File: src/mem_map_pkg.sv
package mem_map_pkg;

    // ==================================================
    // processor address map as seen by the load channel
    // ==================================================

    localparam int ADDR_W = 32;

    typedef logic [ADDR_W-1:0] addr_t;

    // user memory is the only region backed by DDR
    localparam addr_t USER_MEM_START = 32'h0001_0000;
    localparam addr_t USER_MEM_END   = 32'h0011_0000;  // first byte past the region

    // everything below USER_MEM_START belongs to the boot ROM and
    // the IO window, neither of which is reachable through this path

endpackage : mem_map_pkg
File: src/link_pkg.sv
package link_pkg;

    import mem_map_pkg::*;

    // ==================================================
    // requester and DDR channel sizing
    // ==================================================

    localparam int DATA_W = 32;

    typedef logic [DATA_W-1:0] data_t;

    localparam int NUM_PORTS = 2;

    typedef logic port_id_t;

    localparam port_id_t PORT_INSTR = 1'b0;  // instruction fetch
    localparam port_id_t PORT_DATA  = 1'b1;  // data loads, wins on a tie

    localparam int QUEUE_DEPTH = 4;  // credits each requester starts with
    localparam int DDR_CREDITS = 4;  // loads allowed in flight on DDR
    localparam int TAG_DEPTH   = NUM_PORTS * QUEUE_DEPTH;

    // one pending load as it sits in a port queue
    typedef struct packed {
        addr_t addr;  // already rebased to a DDR offset
        logic  err;
    } port_req_t;

    // remembers where a response must go once it comes back
    typedef struct packed {
        port_id_t port;
        logic     err;
    } load_tag_t;

endpackage : link_pkg

File: src/mem_complex.sv
module mem_complex import mem_map_pkg::*, link_pkg::*; (
    input  logic  clk_i,
    input  logic  rst_n_i,

    // requester side, index 0 is fetch and index 1 is data
    input  logic  req_valid_i [NUM_PORTS],
    input  addr_t req_addr_i  [NUM_PORTS],
    output logic  rsp_valid_o [NUM_PORTS],
    output data_t rsp_data_o  [NUM_PORTS],
    output logic  rsp_err_o   [NUM_PORTS],

    // DDR load channel
    output logic  ddr_req_valid_o,
    output addr_t ddr_req_addr_o,
    output logic  ddr_req_instr_o,
    input  logic  ddr_rsp_valid_i,
    input  data_t ddr_rsp_data_i
);

    logic      fwd_valid  [NUM_PORTS];
    port_req_t fwd_req    [NUM_PORTS];
    logic      head_valid [NUM_PORTS];
    port_req_t head       [NUM_PORTS];
    logic      pop        [NUM_PORTS];

    region_decoder region_decoder_i (
        .clk_i       ( clk_i       ),
        .rst_n_i     ( rst_n_i     ),
        .req_valid_i ( req_valid_i ),
        .req_addr_i  ( req_addr_i  ),
        .fwd_valid_o ( fwd_valid   ),
        .fwd_req_o   ( fwd_req     )
    );

    for (genvar p = 0; p < NUM_PORTS; p++) begin : g_port
        load_port load_port_i (
            .clk_i        ( clk_i         ),
            .rst_n_i      ( rst_n_i       ),
            .push_i       ( fwd_valid[p]  ),
            .push_req_i   ( fwd_req[p]    ),
            .pop_i        ( pop[p]        ),
            .head_valid_o ( head_valid[p] ),
            .head_o       ( head[p]       )
        );
    end

    ddr_load_arbiter ddr_load_arbiter_i (
        .clk_i           ( clk_i           ),
        .rst_n_i         ( rst_n_i         ),
        .head_valid_i    ( head_valid      ),
        .head_i          ( head            ),
        .pop_o           ( pop             ),
        .ddr_req_valid_o ( ddr_req_valid_o ),
        .ddr_req_addr_o  ( ddr_req_addr_o  ),
        .ddr_req_instr_o ( ddr_req_instr_o ),
        .ddr_rsp_valid_i ( ddr_rsp_valid_i ),
        .ddr_rsp_data_i  ( ddr_rsp_data_i  ),
        .rsp_valid_o     ( rsp_valid_o     ),
        .rsp_data_o      ( rsp_data_o      ),
        .rsp_err_o       ( rsp_err_o       )
    );

endmodule : mem_complex

File: src/ddr_load_arbiter.sv
module ddr_load_arbiter import mem_map_pkg::*, link_pkg::*; (
    input  logic      clk_i,
    input  logic      rst_n_i,

    input  logic      head_valid_i [NUM_PORTS],
    input  port_req_t head_i       [NUM_PORTS],
    output logic      pop_o        [NUM_PORTS],

    output logic      ddr_req_valid_o,
    output addr_t     ddr_req_addr_o,
    output logic      ddr_req_instr_o,
    input  logic      ddr_rsp_valid_i,
    input  data_t     ddr_rsp_data_i,

    output logic      rsp_valid_o [NUM_PORTS],
    output data_t     rsp_data_o  [NUM_PORTS],
    output logic      rsp_err_o   [NUM_PORTS]
);

    localparam int CRED_W = $clog2(DDR_CREDITS + 1);

    logic [CRED_W-1:0] ddr_credits;  // free slots in the response buffer
    logic              win_valid;
    port_id_t          win_port;
    port_req_t         win_req;
    logic              take_head;
    logic              ddr_issue;
    logic              tag_empty;
    load_tag_t         tag_head;
    logic              buf_empty;
    data_t             buf_head;
    logic              deliver;
    logic              credit_ret;

    // ==================================================
    // request side
    // ==================================================

    always_comb begin
        win_valid = 1'b0;
        win_port  = PORT_INSTR;
        for (int p = 0; p < NUM_PORTS; p++) begin
            if (head_valid_i[p]) begin  // a higher port overrides a lower one
                win_valid = 1'b1;
                win_port  = port_id_t'(p);
            end
        end
    end

    assign win_req   = head_i[win_port];
    assign take_head = win_valid & (win_req.err | (ddr_credits != '0));
    assign ddr_issue = take_head & ~win_req.err;  // error heads never reach DDR

    always_comb begin
        for (int p = 0; p < NUM_PORTS; p++) begin
            pop_o[p] = take_head && (win_port == port_id_t'(p));
        end
    end

    always_ff @(posedge clk_i) begin
        if (!rst_n_i) ddr_req_valid_o <= 1'b0;
        else ddr_req_valid_o <= ddr_issue;
    end

    always_ff @(posedge clk_i) begin
        if (ddr_issue) begin
            ddr_req_addr_o  <= win_req.addr;
            ddr_req_instr_o <= (win_port == PORT_INSTR);
        end
    end

    // every popped head leaves a tag so responses can be matched in order
    credit_fifo #(.payload_t(load_tag_t), .DEPTH(TAG_DEPTH)) tag_fifo_i (
        .clk_i       ( clk_i                      ),
        .rst_n_i     ( rst_n_i                    ),
        .push_i      ( take_head                  ),
        .push_data_i ( '{win_port, win_req.err}   ),
        .pop_i       ( deliver                    ),
        .empty_o     ( tag_empty                  ),
        .head_o      ( tag_head                   )
    );

    // ==================================================
    // response side
    // ==================================================

    credit_fifo #(.payload_t(data_t), .DEPTH(DDR_CREDITS)) rsp_buffer_i (
        .clk_i       ( clk_i           ),
        .rst_n_i     ( rst_n_i         ),
        .push_i      ( ddr_rsp_valid_i ),
        .push_data_i ( ddr_rsp_data_i  ),
        .pop_i       ( credit_ret      ),
        .empty_o     ( buf_empty       ),
        .head_o      ( buf_head        )
    );

    // an error tag goes out at once, a good one waits for its DDR data
    assign deliver    = ~tag_empty & (tag_head.err | ~buf_empty);
    assign credit_ret = deliver & ~tag_head.err;

    always_ff @(posedge clk_i) begin
        if (!rst_n_i) begin
            ddr_credits <= CRED_W'(DDR_CREDITS);
        end else if (ddr_issue && !credit_ret) begin
            ddr_credits <= ddr_credits - 1'b1;
        end else if (!ddr_issue && credit_ret) begin
            ddr_credits <= ddr_credits + 1'b1;
        end
    end

    always_ff @(posedge clk_i) begin
        for (int p = 0; p < NUM_PORTS; p++) begin
            if (!rst_n_i) rsp_valid_o[p] <= 1'b0;
            else rsp_valid_o[p] <= deliver && (tag_head.port == port_id_t'(p));
        end
    end

    always_ff @(posedge clk_i) begin
        for (int p = 0; p < NUM_PORTS; p++) begin
            if (deliver && (tag_head.port == port_id_t'(p))) begin
                rsp_data_o[p] <= tag_head.err ? '0 : buf_head;
                rsp_err_o[p]  <= tag_head.err;
            end
        end
    end

endmodule : ddr_load_arbiter

File: src/load_port.sv
module load_port import link_pkg::*; (
    input  logic      clk_i,
    input  logic      rst_n_i,

    // decoded request from the region decoder
    input  logic      push_i,
    input  port_req_t push_req_i,

    // head of the queue as seen by the arbiter
    input  logic      pop_i,
    output logic      head_valid_o,
    output port_req_t head_o
);

    logic queue_empty;
    logic queue_pop;

    // the requester never sends more than QUEUE_DEPTH loads without a response,
    // so the queue cannot fill up and no ready goes back to the decoder

    assign queue_pop = pop_i & ~queue_empty;  // a stray pop leaves the pointers alone

    credit_fifo #(
        .payload_t ( port_req_t  ),
        .DEPTH     ( QUEUE_DEPTH )
    ) req_queue_i (
        .clk_i       ( clk_i       ),
        .rst_n_i     ( rst_n_i     ),
        .push_i      ( push_i      ),
        .push_data_i ( push_req_i  ),
        .pop_i       ( queue_pop   ),
        .empty_o     ( queue_empty ),
        .head_o      ( head_o      )
    );

    // occupancy is registered inside the queue, so the head shows up
    // in the cycle after the push
    assign head_valid_o = ~queue_empty;

endmodule : load_port

File: src/region_decoder.sv
module region_decoder import mem_map_pkg::*, link_pkg::*; (
    input  logic      clk_i,
    input  logic      rst_n_i,

    // raw requests from the two requesters
    input  logic      req_valid_i [NUM_PORTS],
    input  addr_t     req_addr_i  [NUM_PORTS],

    // decoded requests towards the port queues
    output logic      fwd_valid_o [NUM_PORTS],
    output port_req_t fwd_req_o   [NUM_PORTS]
);

    // anything outside user memory turns into an error entry with a zero address
    function automatic port_req_t decode(input addr_t addr);
        port_req_t req;
        req.err  = (addr < USER_MEM_START) || (addr >= USER_MEM_END);
        req.addr = req.err ? '0 : addr - USER_MEM_START;
        return req;
    endfunction

    // ==================================================
    // one register stage per port
    // ==================================================

    always_ff @(posedge clk_i) begin
        if (!rst_n_i) begin
            for (int p = 0; p < NUM_PORTS; p++) begin
                fwd_valid_o[p] <= 1'b0;
            end
        end else begin
            for (int p = 0; p < NUM_PORTS; p++) begin
                fwd_valid_o[p] <= req_valid_i[p];
            end
        end
    end

    always_ff @(posedge clk_i) begin
        for (int p = 0; p < NUM_PORTS; p++) begin
            if (req_valid_i[p]) begin
                fwd_req_o[p] <= decode(req_addr_i[p]);  // DDR offset or error
            end
        end
    end

endmodule : region_decoder

File: src/credit_fifo.sv
module credit_fifo #(
    parameter type payload_t = logic [31:0],
    parameter int  DEPTH     = 4
) (
    input  logic     clk_i,
    input  logic     rst_n_i,
    input  logic     push_i,
    input  payload_t push_data_i,
    input  logic     pop_i,
    output logic     empty_o,
    output payload_t head_o
);

    localparam int PTR_W = (DEPTH > 1) ? $clog2(DEPTH) : 1;
    localparam int CNT_W = $clog2(DEPTH + 1);

    payload_t         mem [DEPTH];
    logic [PTR_W-1:0] wr_ptr;
    logic [PTR_W-1:0] rd_ptr;
    logic [CNT_W-1:0] count;

    // pointers wrap explicitly so DEPTH need not be a power of two
    function automatic logic [PTR_W-1:0] next_ptr(input logic [PTR_W-1:0] ptr);
        if (ptr == PTR_W'(DEPTH - 1)) begin
            return '0;
        end
        return ptr + 1'b1;
    endfunction

    always_ff @(posedge clk_i) begin
        if (!rst_n_i) begin
            wr_ptr <= '0;
            rd_ptr <= '0;
            count  <= '0;
        end else begin
            if (push_i) wr_ptr <= next_ptr(wr_ptr);
            if (pop_i) rd_ptr <= next_ptr(rd_ptr);

            if (push_i && !pop_i) begin
                count <= count + 1'b1;
            end else if (!push_i && pop_i) begin
                count <= count - 1'b1;
            end
        end
    end

    always_ff @(posedge clk_i) begin
        if (push_i) mem[wr_ptr] <= push_data_i;  // the sender holds a credit so a slot is free
    end

    assign empty_o = (count == '0);
    assign head_o  = mem[rd_ptr];  // only meaningful while empty_o is low

endmodule : credit_fifo

File: config.mk
export PLATFORM = sky130hd
export DESIGN_NAME = mem_complex
export DESIGN_NICKNAME = d
export VERILOG_FILES = /design/src/mem_map_pkg.sv /design/src/link_pkg.sv /design/src/mem_complex.sv /design/src/ddr_load_arbiter.sv /design/src/load_port.sv /design/src/region_decoder.sv /design/src/credit_fifo.sv
export SDC_FILE = /design/constraint.sdc
export NUM_CORES = 1
export LEC_CHECK = 0
export ABC_CLOCK_PERIOD_IN_PS = 7400
export BUFFER_PORTS_ARGS = -buffer_cell sky130_fd_sc_hd__buf_2
export CORE_ASPECT_RATIO = 0.7
export CORE_MARGIN = 4
export CORE_UTILIZATION = 34
export DETAILED_ROUTE_END_ITERATION = 16
export SYNTH_ARGS = -nofsm -noshare
export SYNTH_HDL_FRONTEND = slang
export SYNTH_SLANG_ARGS = --single-unit
File: constraint.sdc
create_clock -name clk_i -period 7.4 [get_ports clk_i]
set_input_delay 0.74 -clock clk_i [delete_from_list [all_inputs] [get_ports clk_i]]
set_output_delay 0.74 -clock clk_i [all_outputs]
set_load 0.02 [all_outputs]
Word level (Yosys, flattened, before mapping)
Memories as Yosys holds them, arrays and structs flattened. A register that Yosys moved wholly into a read port is not among the register bits.
Cells that the tools add are included.
- register bits after elaboration: 204
- memory bits (writable): 408
- output and inout bits: 102
- word-level logic and storage cells: 189
- memories: 4
- memories (name ; depth ; bits a word ; read ports ; clocked after Yosys merged registers in ; wr ports ; line ; source):
    g_port[0].load_port_i.req_queue_i.mem ; 4 ; 33 ; 1 ; 1 ; 1 ; credit_fifo.sv:17 ; payload_t mem [DEPTH];
    g_port[1].load_port_i.req_queue_i.mem ; 4 ; 33 ; 1 ; 1 ; 1 ; credit_fifo.sv:17 ;
    ddr_load_arbiter_i.rsp_buffer_i.mem ; 4 ; 32 ; 1 ; 1 ; 1 ; credit_fifo.sv:17 ;
    ddr_load_arbiter_i.tag_fifo_i.mem ; 8 ; 2 ; 1 ; 1 ; 1 ; credit_fifo.sv:17 ;
- $add $sub $neg: 20
- magnitude comparators: 5
- eq/ne operators: 8
- muxes and demuxes: 73
- bitwise gates (word level): 16
- reductions and logical operators: 35
- operators with widths (cell ; count):
    2-to-1 mux 33 bit ; 3
    >= comparator 32 x 21 -> 1 bit, second input constant ; 2
    < comparator 32 x 17 -> 1 bit, second input constant ; 2
    subtractor 32 x 17 -> 32 bit, second input constant ; 2
    2-to-1 mux 3 bit ; 14
    2-to-1 mux 2 bit ; 18
    2-to-1 mux 1 bit ; 35
    2-to-1 mux 32 bit ; 1
    adder 3 x 1 -> 3 bit, second input constant ; 6
    logical AND 1 bit ; 14
    adder 2 x 1 -> 2 bit, second input constant ; 6
    == test 2 bit, second input constant ; 6
    subtractor 3 x 1 -> 3 bit, second input constant ; 4
    nonzero test 2 bit ; 5
    logical NOT 1 bit ; 9
    logical NOT 3 bit ; 3
    2-to-1 mux 4 bit ; 2
    inverter 1 bit ; 7
    AND 1 bit ; 6
    == test 3 bit, second input constant ; 2
    adder 4 x 1 -> 4 bit, second input constant ; 1
    logical NOT 4 bit ; 1
    subtractor 4 x 1 -> 4 bit, second input constant ; 1
    nonzero test 3 bit ; 1
    4 further kinds ; 6

Logic depth before layout (Yosys ltp)
Gate-level depths: netlist of run 1.
- word-level depth: 15
- mapped depth: 14
- depth with buffers taken out: 12

By module
Synthesis of run 1 repeated with hierarchy kept, for this count alone.
- cells, all modules: 1151
- area total of the unflattened synthesis: 24273.3 um2
- modules (own cells, without submodules) (module ; times used ; cells an instance ; area each (um2)):
    credit_fifo (g_port[0].load_port_i.req_queue_i ...) ; 2 ; 216 ; 5258.8
    credit_fifo (ddr_load_arbiter_i.rsp_buffer_i) ; 1 ; 210 ; 5108.6
    ddr_load_arbiter ; 1 ; 204 ; 3898.7
    region_decoder ; 1 ; 207 ; 3467.1
    credit_fifo (ddr_load_arbiter_i.tag_fifo_i) ; 1 ; 94 ; 1261.2
    load_port ; 2 ; 2 ; 10.0

Worst setup path after synthesis of run 1
No wires, ideal clock.
- path kind: flip-flop to flip-flop
- from: reg g_port[1].load_port_i.req_queue_i.count[0]
- to: reg ddr_load_arbiter_i.ddr_credits[2]
- setup time: 0.062 ns
- data arrival time: 4.419 ns
- required time: 7.338 ns
- slack: 2.919 ns
- cell stages (with the launch flop): 12
- buffers on the path: 1
- period minus slack after synthesis: 4.481 ns
- cell sequence: dfxtp_1 -> or3_1 -> buf_2 -> clkinv_2 -> mux2_2 -> a21oi_1 -> ha_1 -> inv_1 -> fa_1 -> xor2_1 -> or3_1 -> nand3_1
- RTL lines (what ; line ; source):
    start, declared ; credit_fifo.sv:20 ; logic [CNT_W-1:0] count;
    start signal, assigned ; credit_fifo.sv:40 ; count <= count + 1'b1;
    start signal, assigned ; credit_fifo.sv:42 ; count <= count - 1'b1;
    end signal, assigned ; ddr_load_arbiter.sv:103 ; ddr_credits <= CRED_W'(DDR_CREDITS);
    end signal, assigned ; ddr_load_arbiter.sv:105 ; ddr_credits <= ddr_credits - 1'b1;
    end signal, assigned ; ddr_load_arbiter.sv:107 ; ddr_credits <= ddr_credits + 1'b1;
    end, declared ; ddr_load_arbiter.sv:22 ; logic [CRED_W-1:0] ddr_credits;

==> summary.txt, run 1 <==
Critical path
  – CP arrival: 4.36 ns
  – Nature of the critical path endpoint: flop
  – Worst EP required: 7.96 ns
  – Worst path top cell family by delay: buffers and inverters
  – Most used cell, CP: buf_4
  – R2R Setup Slk: 3.60 ns
  – CP max-delay cell: mux4_2
  – Register-to-Register Path Depth: 11
  – Worst-path fanout max: 35
  – Crit path kind: flop to flop
  – Buf/Inv on CP: 3
  – Crit path cell chain: buf_4 -> mux4_2 -> mux2_2 -> a21oi_4 -> buf_4 -> ha_1 -> inv_1 -> fa_1 -> xor2_1 -> or3_1 -> nand3_1
  – Critical Path Source Type: flop
  – Slowest stage delay, CP: 0.64 ns
  – RR Endpoint: ddr_load_arbiter_i.ddr_credits[2]$_SDFFE_PN1P_

Floorplanning
  – # rows: 80
  – Initial Util: 0.344
  – Die H: 228 um
  – Core area: 68,200 um2
  – I/O Pins: 203
  – Die width: 322 um
  – Die Footprint: 73,300 um2

Synth
  – Synth top area cells: edfxtp_1, mux4_2, dfxtp_1
  – Yosys warns: 0
  – Top post-synthesis cells by count: edfxtp_1, nand2_1, mux4_2
  – Leading area contributor after synthesis: edfxtp_1
  – Sequential share of the synthesized area: 0.775
  – Post-synth top flop: edfxtp_1
  – #FFs+latches synth: 621
  – Syn Std Cell Area: 23,400 um2
  – FFs w/ async S/R, synth: 0
  – Cells after synthesis: 1,207
  – Top-area cell type share of the netlist area: 0.734
  – EDFF count, synth: 573
  – Syn avg cell area: 19.4 um2
  – Netlist cell types: 52
  – Most common cell in the netlist: edfxtp_1

Final layout
  – Area growth from synthesis to layout: 17.9%
  – Final net count: 1,592
  – Share of layout cells above drive strength 1: 0.290
  – Final instance area: 27,600 um2
  – Filler instances: 6,034

Timing
  – Min Hold Slack: 0.331 ns
  – Final Hold Viols: 0
  – Final worst-path cycle share: 0.514
  – Relative slew slack: 0.296
  – Clk_skew: 0.0154 ns
  – Fin Setup TNS: 0 ns
  – Final setup viols: 0
  – Fin. max-slew vios: 0
  – Min Tclk post-route: 3.80 ns
  – RSZ-0062 raised after global routing: no
  – Worst-margin pin slew: 1.05 ns
  – Fmax: 263 MHz

Clock tree
  – Root buf cell: clkbuf_16
  – Skew-Pair Late Insertion Delay: 0.63 ns
  – # H-tree levels: 2
  – CTS tree: yes
  – Clock tree buffer depth: 3
  – Cts hold-fix bufs: 0
  – CTS clock-pin slew for the worst setup and hold paths: 0.06 ns
  – # Post-CTS Setup Buffers: 0
  – Cts bufs inserted: 59
  – Cts repair resizes: 0
  – CTS Sinks: 621

Drt
  – Iteration-0 DRC Markers: 954
  – Total number of vias: 11,393
  – Vias per cell: 4.73
  – Post-DRT Antenna Nets: 0
  – DR WL/cell: 19.3 um
  – DR pass1 iterations: 5
  – Total wire length: 46,500 um
  – # DRC: 0

Power
  – Worst VDD drop: 0.214 mV
  – Pwr Density: 376 nW/um2
  – Int Power: 7.27 mW
  – Sw Ratio: 0.300
  – Power share of the clock group: 0.298
  – Switch Pwr: 3.11 mW
  – Comb pwr share: 0.242
  – Reg power frac: 0.460
  – Leak: 9.45 nW

Hold path
  – Hold depth: 1
  – Hold EP: ddr_load_arbiter_i.rsp_buffer_i.mem[2][6]$_DFFE_PP_
  – Hold path startpoint: ddr_rsp_data_i[6]
  – Hold WC Path Type: primary input to flop

Status
  – Status: finished, final reports clean

Global routing
  – Initial antenna violation count: 5
  – Number of global-route vias before repair: 11,394
  – Gr usage total: 0.127
  – First-pass GRT wire length: 70,500 um
  – Largest net degree at the start of global routing: 54
  – Grt ovf: 0

Placed design
  – GPL Wtd Cong: 0.740
  – # port buffers: 202
  – Dpl hpwl: 29,600 um
  – Area after DPL: 25,600 um2

Flow run
  – Max Cap Violations: 0
-- cell usage in the layout, fill, tap and decap left out, drive strengths merged, types with 3 or more instances in the layout --
cell | synthesis | routed
nor4 | 10 | 10
mux2i | 18 | 18
clkbuf | 31 | 82
fa | 5 | 5
xnor2 | 11 | 11
ha | 30 | 30
clkinvlp | 0 | 3
edfxtp | 573 | 573
nor2b | 10 | 10
nand4 | 4 | 4
nor2 | 20 | 20
xor2 | 4 | 4
nand3 | 9 | 9
mux4 | 102 | 102
bufinv | 0 | 8
dfxtp | 48 | 48
or4 | 3 | 3
nor3b | 20 | 20
or3 | 10 | 10
a21boi | 5 | 5
clkinv | 1 | 15
a21oi | 8 | 8
conb | 1 | 12
o21ai | 10 | 10
nand2 | 112 | 112
nor3 | 20 | 20
nor4b | 5 | 5
and2 | 73 | 73
and3 | 4 | 4
mux2 | 3 | 3
inv | 24 | 27
buf | 18 | 226
-- registers in the layout, indices dropped and copies added, names as in the netlist, 3 cells and up, named ones only --
name and flops:
ddr_load_arbiter_i.rsp_buffer_i.count 3, ddr_load_arbiter_i.tag_fifo_i.wr_ptr 3, ddr_load_arbiter_i.ddr_credits 3, ddr_load_arbiter_i.tag_fifo_i.mem 16
ddr_load_arbiter_i.rsp_buffer_i.mem 128, g_port.load_port_i.req_queue_i.rd_ptr 4, ddr_load_arbiter_i.tag_fifo_i.count 4, g_port.load_port_i.req_queue_i.wr_ptr 4
ddr_load_arbiter_i.ddr_req_addr_o 32, region_decoder_i.fwd_req_o 66, ddr_load_arbiter_i.rsp_data_o 64, ddr_load_arbiter_i.tag_fifo_i.rd_ptr 3
g_port.load_port_i.req_queue_i.count 6, g_port.load_port_i.req_queue_i.mem 264
-- stage by stage --
step | instances | total power, mW | setup slack (ns) | util
finish | 2409 | 10.4 | 3.60 | 0.406
global route | 2407 | 10.9 | 3.23 | 0.405
CTS | 2407 | 10.6 | 3.53 | 0.405
detailed placement | 2297 | 7.44 | 3.54 | 0.376
global placement | 2297 | 7.38 | 3.61 | 0.376
floorplan | 1218 | 6.51 | 2.92 | -
-- per-layer routing --
| layer | vias up | track usage | wire, um |
|---|---|---|---|
| li1 | 5194 | - | - |
| met1 | 5821 | 0.189 | 21900 |
| met2 | 309 | 0.190 | 20700 |
| met3 | 63 | 0.0285 | 3020 |
| met4 | 6 | 0.0293 | 768 |
| met5 | - | 0 | 40 |
-- worst max path at each step --
stage / startpoint / cells past startpoint / end
finish: flop / 11 / ddr_load_arbiter_i.ddr_credits[2]$_SDFFE_PN1P_
global placement: flop / 12 / ddr_load_arbiter_i.tag_fifo_i.count[3]$_SDFFE_PN0P_
floorplan: g_port[1].load_port_i.req_queue_i.count[0]$_SDFFE_PN0P_ / 11 / ddr_load_arbiter_i.ddr_credits[2]$_SDFFE_PN1P_
detailed placement: flop / 12 / ddr_load_arbiter_i.tag_fifo_i.count[3]$_SDFFE_PN0P_
CTS: flop / 12 / ddr_load_arbiter_i.tag_fifo_i.count[3]$_SDFFE_PN0P_
global route: flop / 12 / ddr_load_arbiter_i.tag_fifo_i.count[3]$_SDFFE_PN0P_
-- kinds of logic (layout without fill, tap and decap cells) --
group	after synthesis	count (layout)	synth area share
multiplexers	123	123	0.108
adder cells (fa/ha/maj)	35	35	0.0203
other	1	14	0.000160
XOR/XNOR	15	15	0.00561
AND/OR/NAND/NOR	303	303	0.0679
flip-flops	621	621	0.775
AO/OA/AOI/OAI	35	35	0.0104
buffers and inverters	74	361	0.0129
-- power by group through the flow --
stage	logic (mW)	registers (mW)	clock network, mW
CTS	2.58	4.79	3.19
global placement	2.54	4.84	0
global route	2.75	4.83	3.35
detailed placement	2.58	4.86	0
floorplan	1.34	5.17	0
finish	2.51	4.77	3.09
-- final cells by class --
class / instances / area, um2 / area share
clock inverter: 28 / 390 / 0.0141
inverter: 25 / 97.6 / 0.00353
sequential: 621 / 18200 / 0.657
multi-input combinational: 523 / 5030 / 0.182
tap: 902 / 1130 / 0.0408
antenna: 2 / 5.00 / 0.000181
timing repair buffer: 226 / 1190 / 0.0431
clock buffer: 82 / 1620 / 0.0587
Note: power is estimated with default switching activity, not from simulation.
==> run 2, diff against run 1 <==
--- a/config.mk
+++ b/config.mk
@@ -5,7 +5,8 @@
 export SDC_FILE = /design/constraint.sdc
 export NUM_CORES = 1
 export LEC_CHECK = 0
-export ABC_CLOCK_PERIOD_IN_PS = 7400
+export ABC_AREA = 1
+export ABC_CLOCK_PERIOD_IN_PS = 3100
 export BUFFER_PORTS_ARGS = -buffer_cell sky130_fd_sc_hd__buf_2
 export CORE_ASPECT_RATIO = 0.7
 export CORE_MARGIN = 4
==> constraint.sdc (replaced) <==
create_clock -name clk_i -period 3.1 [get_ports clk_i]
set_input_delay 0.31 -clock clk_i [delete_from_list [all_inputs] [get_ports clk_i]]
set_output_delay 0.31 -clock clk_i [all_outputs]
set_load 0.02 [all_outputs]
==> summary.txt, run 2 <==
Clock tree
  – Skew-Pair Late Insertion Delay: 0.65 ns (+0.02 ns)
  – Clock tree buffer depth: 3 (unchanged)
  – # H-tree levels: 2 (unchanged)
  – Cts bufs inserted: 58 (-1.7%)
  – CTS clock-pin slew for the worst setup and hold paths: 0.06 ns (about the same)
  – CTS tree: yes
  – Cts repair resizes: 0 (unchanged)
  – Root buf cell: clkbuf_16
  – CTS Sinks: 621 (unchanged)

Final layout
  – Final net count: 2,257 (+42%)
  – Most common cell after layout, fill and taps aside: edfxtp_1
  – # diodes: 0 (-2)
  – Final instance area: 28,400 um2 (+2.8%)
  – Filler instances: 6,264 (+3.8%)
  – Area growth from synthesis to layout: 19.1%
  – Final design utilization: 0.413 (+0.00767)
  – Commonest cells after routing, fill and taps aside: edfxtp_1, nor2_1, buf_2
  – Number of flip-flops in the largest register: 264 (unchanged)
  – Largest register by flop count: g_port.load_port_i.req_queue_i.mem
  – Share of layout cells above drive strength 1: 0.163 (-0.127)
  – Top Registers: g_port.load_port_i.req_queue_i.mem: 264 flops, ddr_load_arbiter_i.rsp_buffer_i.mem: 128 flops, region_decoder_i.fwd_req_o: 66 flops

Drt
  – Vias per cell: 4.77 (+0.83%)
  – Total wire length: 54,700 um (+18%)
  – DR WL/cell: 17.8 um (-7.7%)
  – Post-DRT Antenna Nets: 0 (unchanged)
  – # DRC: 0 (unchanged)
  – Iteration-0 DRC Markers: 1,179 (+24%)
  – DR pass1 iterations: 5 (unchanged)
  – Total number of vias: 14,649 (+29%)

Timing
  – Final setup viols: 0 (unchanged)
  – Min Tclk post-route: 2.58 ns (-1.22 ns)
  – Worst-margin pin slew: 1.04 ns (-0.00311 ns)
  – Setup WS post-layout: 0.520 ns (-3.08 ns)
  – Final Hold Viols: 0 (unchanged)
  – Fin Setup TNS: 0 ns (unchanged)
  – RSZ-0062 raised after global routing: no
  – Final worst-path cycle share: 0.832 (+0.319)
  – Relative slew slack: 0.304 (+0.00745)
  – Fmax: 388 MHz (+47%)
  – Fin. max-slew vios: 0 (unchanged)
  – Clk_skew: 0.0696 ns (+0.0542 ns)

Synth
  – Top-area cell type share of the netlist area: 0.721 (-0.0127)
  – Most common cell in the netlist: edfxtp_1
  – Post-synth top flop: edfxtp_1
  – Leading area contributor after synthesis: edfxtp_1
  – Netlist cell types: 34 (-35%)
  – #FFs+latches synth: 621 (unchanged)
  – Cells after synthesis: 1,839 (+52%)
  – Synth top area cells: edfxtp_1, nor2_1, dfxtp_1
  – Sequential share of the synthesized area: 0.762 (-0.0134)
  – Syn avg cell area: 13.0 um2 (-33%)
  – Top post-synthesis cells by count: edfxtp_1, nor2_1, nand2_1
  – EDFF count, synth: 573 (unchanged)
  – Yosys warns: 0 (unchanged)
  – Syn Std Cell Area: 23,800 um2 (+1.8%)
  – FFs w/ async S/R, synth: 0 (unchanged)

Global routing
  – Number of global-route vias before repair: 14,550 (+28%)
  – Gr usage total: 0.144 (+0.0169)
  – Largest net degree at the start of global routing: 65 (+20%)
  – First-pass GRT wire length: 83,800 um (+19%)
  – Grt ovf: 0 (unchanged)
  – Initial antenna violation count: 0 (-5)

Power
  – Pwr Density: 928 nW/um2 (+150%)
  – Leak: 10.5 nW (+11%)
  – Worst VDD drop: 0.527 mV (+150%)
  – Final Power: 26.4 mW (+150%)

Critical path
  – Slowest stage delay, CP: 0.51 ns (-0.13 ns)
  – Buf/Inv on CP: 3 (unchanged)
  – Most used cell, CP: nand2_1
  – Critical Path Source Type: flop
  – Worst path top cell family by delay: simple AND/OR/NAND/NOR gates
  – CP arrival: 3.15 ns (-1.21 ns)
  – Worst EP required: 3.67 ns (-4.29 ns)
  – CP max-delay cell: dfxtp_1
  – Nature of the critical path endpoint: flop
  – Crit path cell chain: inv_2 -> nand2_1 -> nand3_1 -> nand3_1 -> nand2_2 -> nand2_4 -> nand2_1 -> ha_1 -> inv_1 -> ha_1 -> nand2_1 -> inv_1 -> o21ai_0 -> nand2_1 -> nand2_1 -> nand3_1 -> nand2_1 -> nand2_1 -> nor2_1
  – Worst-path fanout max: 10 (-71%)
  – Crit path kind: flop to flop

Floorplanning
  – Core area: 68,800 um2 (+0.88%)
  – # rows: 80 (unchanged)
  – Initial Util: 0.347 (+0.00298)
  – Die H: 230 um (+0.84%)
  – I/O Pins: 203 (unchanged)
  – Die width: 325 um (+0.85%)
  – Die Footprint: 74,500 um2 (+1.7%)

Placed design
  – Dpl hpwl: 32,100 um (+8.5%)
  – # port buffers: 202 (unchanged)
  – DP Worst Slack: 0.549 ns (-2.99 ns)
  – GPL Wtd Cong: 0.759 (+2.6%)
  – Area after DPL: 25,900 um2 (+1.2%)

Flow run
  – Max Cap Violations: 0 (unchanged)

Status
  – Status: finished, final reports clean

Hold path
  – Hold WC Path Type: primary input to flop
[run 2: where the power goes]
part	total [mW]	switching (mW)	internal, mW	leakage (nW)
clock network	7.07	3.12	3.96	0.928
registers	11.6	0.493	11.1	5.70
logic	7.73	5.62	2.11	3.89
total	26.4	9.23	17.1	10.5
[run 2: cell type report]
class                           instances  area (um2)  area share
Clock buffer                           63        1470      0.0517
Sequential cell                       621       18200       0.640
Timing Repair Buffer                  294        1840      0.0648
Inverter                              114         432      0.0152
Clock inverter                         46         444      0.0156
Multi-Input combinational cell       1032        4920       0.173
Tap cell                              902        1130      0.0397
[run 2: metal layers]
metal / track usage / vias up / routed length (um)
li1: - / 7006 / -
met1: 0.200 / 7240 / 25400
met2: 0.234 / 323 / 25300
met3: 0.0267 / 80 / 2990
met4: 0.0359 / 0 / 1020
met5: 0 / - / 0
[run 2: kinds of logic (layout without fill, tap and decap cells)]
group                    count (synthesis)  count (layout)  share of synthesized area
AND/OR/NAND/NOR                        697             697                      0.120
flip-flops                             621             621                      0.762
AO/OA/AOI/OAI                          277             277                     0.0600
buffers and inverters                  197             517                     0.0341
adder cells (fa/ha/maj)                 35              35                     0.0199
XOR/XNOR                                11              11                    0.00404
other                                    1              12                   0.000157
[run 2: repair_timing]
item / 4_1_cts / 5_1_grt
setup endpoints to repair: 0 / 0
hold buffers: 56 / 0
buffers inserted: 0 / 0
endpoints found under the hold margin: 152 / 0
[run 2: worst register-to-register path: cells and delay by family, from the launching register on]
kind / cells / cell delay, ns
buffers and inverters: 3 / 0.28
AO/OA/AOI/OAI: 1 / 0.19
AND/OR/NAND/NOR: 13 / 1.05
adder cells (fa/ha/maj): 2 / 0.47
flip-flops: 1 / 0.51
[run 2: metrics by stage]
stage | hold slack [ns] | cells
finish | 0.0472 | 3072
floorplan | 0.408 | 1850
CTS | 0.000261 | 3072
global route | 0.0273 | 3072
detailed placement | 0.471 | 2907
global placement | 0.449 | 2907
[run 2: worst paths after layout]
| kind | startpoint | endpoint | slack (ns) | depth (start not counted) |
|---|---|---|---|---|
| min reg2reg | region_decoder_i.fwd_req_o[54]$_SDFFCE_PP0P_ | g_port[0].load_port_i.req_queue_i.mem[0][21]$_DFFE_PP_ | 0.45 | 0 |
| min | req_addr_i[50] | region_decoder_i.fwd_req_o[52]$_SDFFCE_PP0P_ | 0.05 | 3 |
| max reg2reg | flop | ddr_load_arbiter_i.tag_fifo_i.count[3]$_SDFFE_PN0P_ | 0.52 | 19 |
| max | flop | ddr_load_arbiter_i.tag_fifo_i.count[3]$_SDFFE_PN0P_ | 0.52 | 19 |
==> run 3, diff against run 2 <==
--- a/config.mk
+++ b/config.mk
@@ -6,7 +6,7 @@
 export NUM_CORES = 1
 export LEC_CHECK = 0
 export ABC_AREA = 1
-export ABC_CLOCK_PERIOD_IN_PS = 3100
+export ABC_CLOCK_PERIOD_IN_PS = 2400
 export BUFFER_PORTS_ARGS = -buffer_cell sky130_fd_sc_hd__buf_2
 export CORE_ASPECT_RATIO = 0.7
 export CORE_MARGIN = 4
==> constraint.sdc (replaced) <==
create_clock -name clk_i -period 2.4 [get_ports clk_i]
set_input_delay 0.24 -clock clk_i [delete_from_list [all_inputs] [get_ports clk_i]]
set_output_delay 0.24 -clock clk_i [all_outputs]
set_load 0.02 [all_outputs]
==> summary.txt, run 3 (synthesis gave the netlist of run 2 again) <==
Critical path
  – Nature of the critical path endpoint: flop
  – Critical Path Stages: 15 (-4)
  – Slowest stage delay, CP: 0.37 ns (-0.14 ns)
  – Worst-path fanout max: 3 (-7)
  – Worst path top cell family by delay: simple AND/OR/NAND/NOR gates
  – Crit path cell chain: nor3_4 -> nand3_2 -> nand3_2 -> nand2_2 -> clkinv_4 -> buf_6 -> nand3_4 -> clkinvlp_4 -> ha_4 -> inv_4 -> fa_2 -> a21oi_2 -> o21ai_2 -> a21oi_1 -> o21ai_1
  – Most used cell, CP: nand3_2
  – CP max-delay cell: fa_2
  – R2R Setup Slk: -0.02 ns (-0.53 ns)
  – CP arrival: 2.91 ns (-0.24 ns)
  – Buf/Inv on CP: 4 (+1)
  – Worst EP required: 2.89 ns (-0.78 ns)
  – Register-to-Register Path Depth: 15 (-4)
  – Crit path kind: flop to flop
  – Critical Path Source Type: flop

Floorplanning
  – Die Footprint: 74,500 um2 (unchanged)
  – Initial Util: 0.347 (unchanged)
  – # rows: 80 (unchanged)
  – Die width: 325 um (unchanged)
  – I/O Pins: 203 (unchanged)
  – Die H: 230 um (unchanged)
  – Core area: 68,800 um2 (unchanged)

Final layout
  – Final cell count without fillers: 3,123 (+1.7%)
  – Commonest cells after routing, fill and taps aside: edfxtp_1, nor2_1, buf_2
  – Share of layout cells above drive strength 1: 0.190 (+0.0273)
  – Number of flip-flops in the largest register: 264 (unchanged)
  – Largest register by flop count: g_port.load_port_i.req_queue_i.mem
  – Most common cell after layout, fill and taps aside: edfxtp_1
  – Area growth from synthesis to layout: 22.4%
  – Top Registers: g_port.load_port_i.req_queue_i.mem: 264 flops, ddr_load_arbiter_i.rsp_buffer_i.mem: 128 flops, region_decoder_i.fwd_req_o: 66 flops
  – Final instance area: 29,200 um2 (+2.7%)
  – Final net count: 2,305 (+2.1%)
  – Final design utilization: 0.424 (+0.0113)
  – # diodes: 0 (unchanged)

Timing
  – Final worst-path cycle share: 1.01 (+0.174)
  – Clk_skew: 0.0477 ns (-0.0219 ns)
  – Relative slew slack: 0.466 (+0.162)
  – Fin Setup TNS: -0.0153 ns (-0.0153 ns)
  – Final Hold Viols: 0 (unchanged)
  – Worst-margin pin slew: 0.801 ns (-0.244 ns)
  – Min Hold Slack: 0.0591 ns (+0.0119 ns)
  – Fmax: 414 MHz (+6.8%)
  – Fin. max-slew vios: 0 (unchanged)
  – Min Tclk post-route: 2.42 ns (-0.165 ns)
  – RSZ-0062 raised after global routing: yes
  – Final setup viols: 1 (+1)
  – Setup WS post-layout: -0.0153 ns (-0.535 ns)

Status
  – Failing checks: negative setup slack
  – Status: finished, violations left

Drt
  – Post-DRT Antenna Nets: 0 (unchanged)
  – Total number of vias: 14,805 (+1.1%)
  – # DRC: 0 (unchanged)
  – Vias per cell: 4.74 (-0.59%)
  – DR pass1 iterations: 5 (unchanged)
  – Total wire length: 55,400 um (+1.1%)
  – DR WL/cell: 17.7 um (-0.51%)
  – Iteration-0 DRC Markers: 1,022 (-13%)

Flow run
  – Max Cap Violations: 0 (unchanged)

Placed design
  – # port buffers: 202 (unchanged)
  – GPL Wtd Cong: 0.746 (-1.7%)
  – Post-Place Cells: 2,928 (+0.72%)
  – Area after DPL: 26,300 um2 (+1.3%)
  – Dpl hpwl: 31,700 um (-1.4%)

Clock tree
  – Cts bufs inserted: 60 (+3.4%)
  – CTS tree: yes
  – CTS Sinks: 621 (unchanged)
  – Root buf cell: clkbuf_16
  – CTS clock-pin slew for the worst setup and hold paths: 0.06 ns (about the same)
  – # H-tree levels: 2 (unchanged)
  – Clock tree buffer depth: 3 (unchanged)
  – Skew-Pair Late Insertion Delay: 0.65 ns (about the same)

Global routing
  – Grt ovf: 0 (unchanged)
  – Number of global-route vias before repair: 14,896 (+2.4%)
  – Largest net degree at the start of global routing: 77 (+18%)
  – First-pass GRT wire length: 84,000 um (+0.22%)
  – Initial antenna violation count: 0 (unchanged)
  – Gr usage total: 0.143 (-0.000377)

Hold path
  – Hold WC Path Type: primary input to flop
  – Hold depth: 3 (unchanged)

Power
  – Leak: 10.9 nW (+3.2%)
  – Worst VDD drop: 0.946 mV (+79%)
  – Pwr Density: 1220 nW/um2 (+32%)
run 3: cell types whose count changed in the layout (fill, tap and decap cells not counted), moves of 4 or more:
cell,previous run,this run
dfxtp_1,45,41
fa_1,5,1
dlygate4sd3_1,56,71
o21ai_1,5,10
buf_4,36,53
nand3_1,92,87
o21ai_0,150,143
fa_2,0,4
buf_12,0,10
clkinv_1,21,14
nand3_2,1,5
run 3: repair_timing:
action                     4_1_cts  5_1_grt
buffers inserted                 3        6
pin swaps                        2       11
setup endpoints to repair        2        6
resized for setup                3       31
gates cloned                     0        1
hold buffers                    71        0
hold endpoints to repair       167        0
run 3: area by class of cell:
type / instances / area [um2]
Clock inverter: 46 / 457
Sequential cell: 621 / 18200
Timing Repair Buffer: 340 / 2400
Clock buffer: 68 / 1560
Multi-Input combinational cell: 1032 / 5020
Inverter: 114 / 444
Tap cell: 902 / 1130
Fill cell: 6135 / 39600
run 3: path summary, 6_finish.rpt:
check | from | to
worst min register to register | region_decoder_i.fwd_req_o[26]$_SDFFCE_PP0P_ | g_port[1].load_port_i.req_queue_i.mem[0][26]$_DFFE_PP_
worst max register to register | g_port[1].load_port_i.req_queue_i.count[2]$_SDFFE_PN0P_ | ddr_load_arbiter_i.ddr_credits[2]$_SDFFE_PN1P_
worst min-delay path | req_addr_i[0] | region_decoder_i.fwd_req_o[1]$_SDFFCE_PP0P_
worst max-delay path | g_port[1].load_port_i.req_queue_i.count[2]$_SDFFE_PN0P_ | ddr_load_arbiter_i.ddr_credits[2]$_SDFFE_PN1P_
run 3: tightest hold or removal path: stages:
cell	delay, ns
buf_2	0.10
inv_1	0.08
nor2_1	0.16
run 3: where the power goes:
part / internal [mW] / total [mW] / switching (mW)
Clock: 5.37 / 9.51 / 4.14
Sequential: 14.3 / 14.9 / 0.616
Combinational: 3.60 / 11.3 / 7.65
Total: 23.3 / 35.7 / 12.4
run 3: metrics by stage:
stage	power [mW]	setup WS [ns]
2_1_floorplan	21.6	-0.195
3_3_place_gp	25.4	0.0621
3_5_place_dp	25.7	-0.0487
4_1_cts	35.4	-0.00276
5_1_grt	37.7	-0.169
6_report	35.7	-0.0153
run 3: routing by layer:
metal / GRT usage / up-vias / routed length, um
met1: 0.193 / 7275 / 25200
met5: 0 / - / 0
met3: 0.0274 / 70 / 3080
met2: 0.241 / 360 / 26200
li1: - / 7100 / -
met4: 0.0342 / 0 / 907
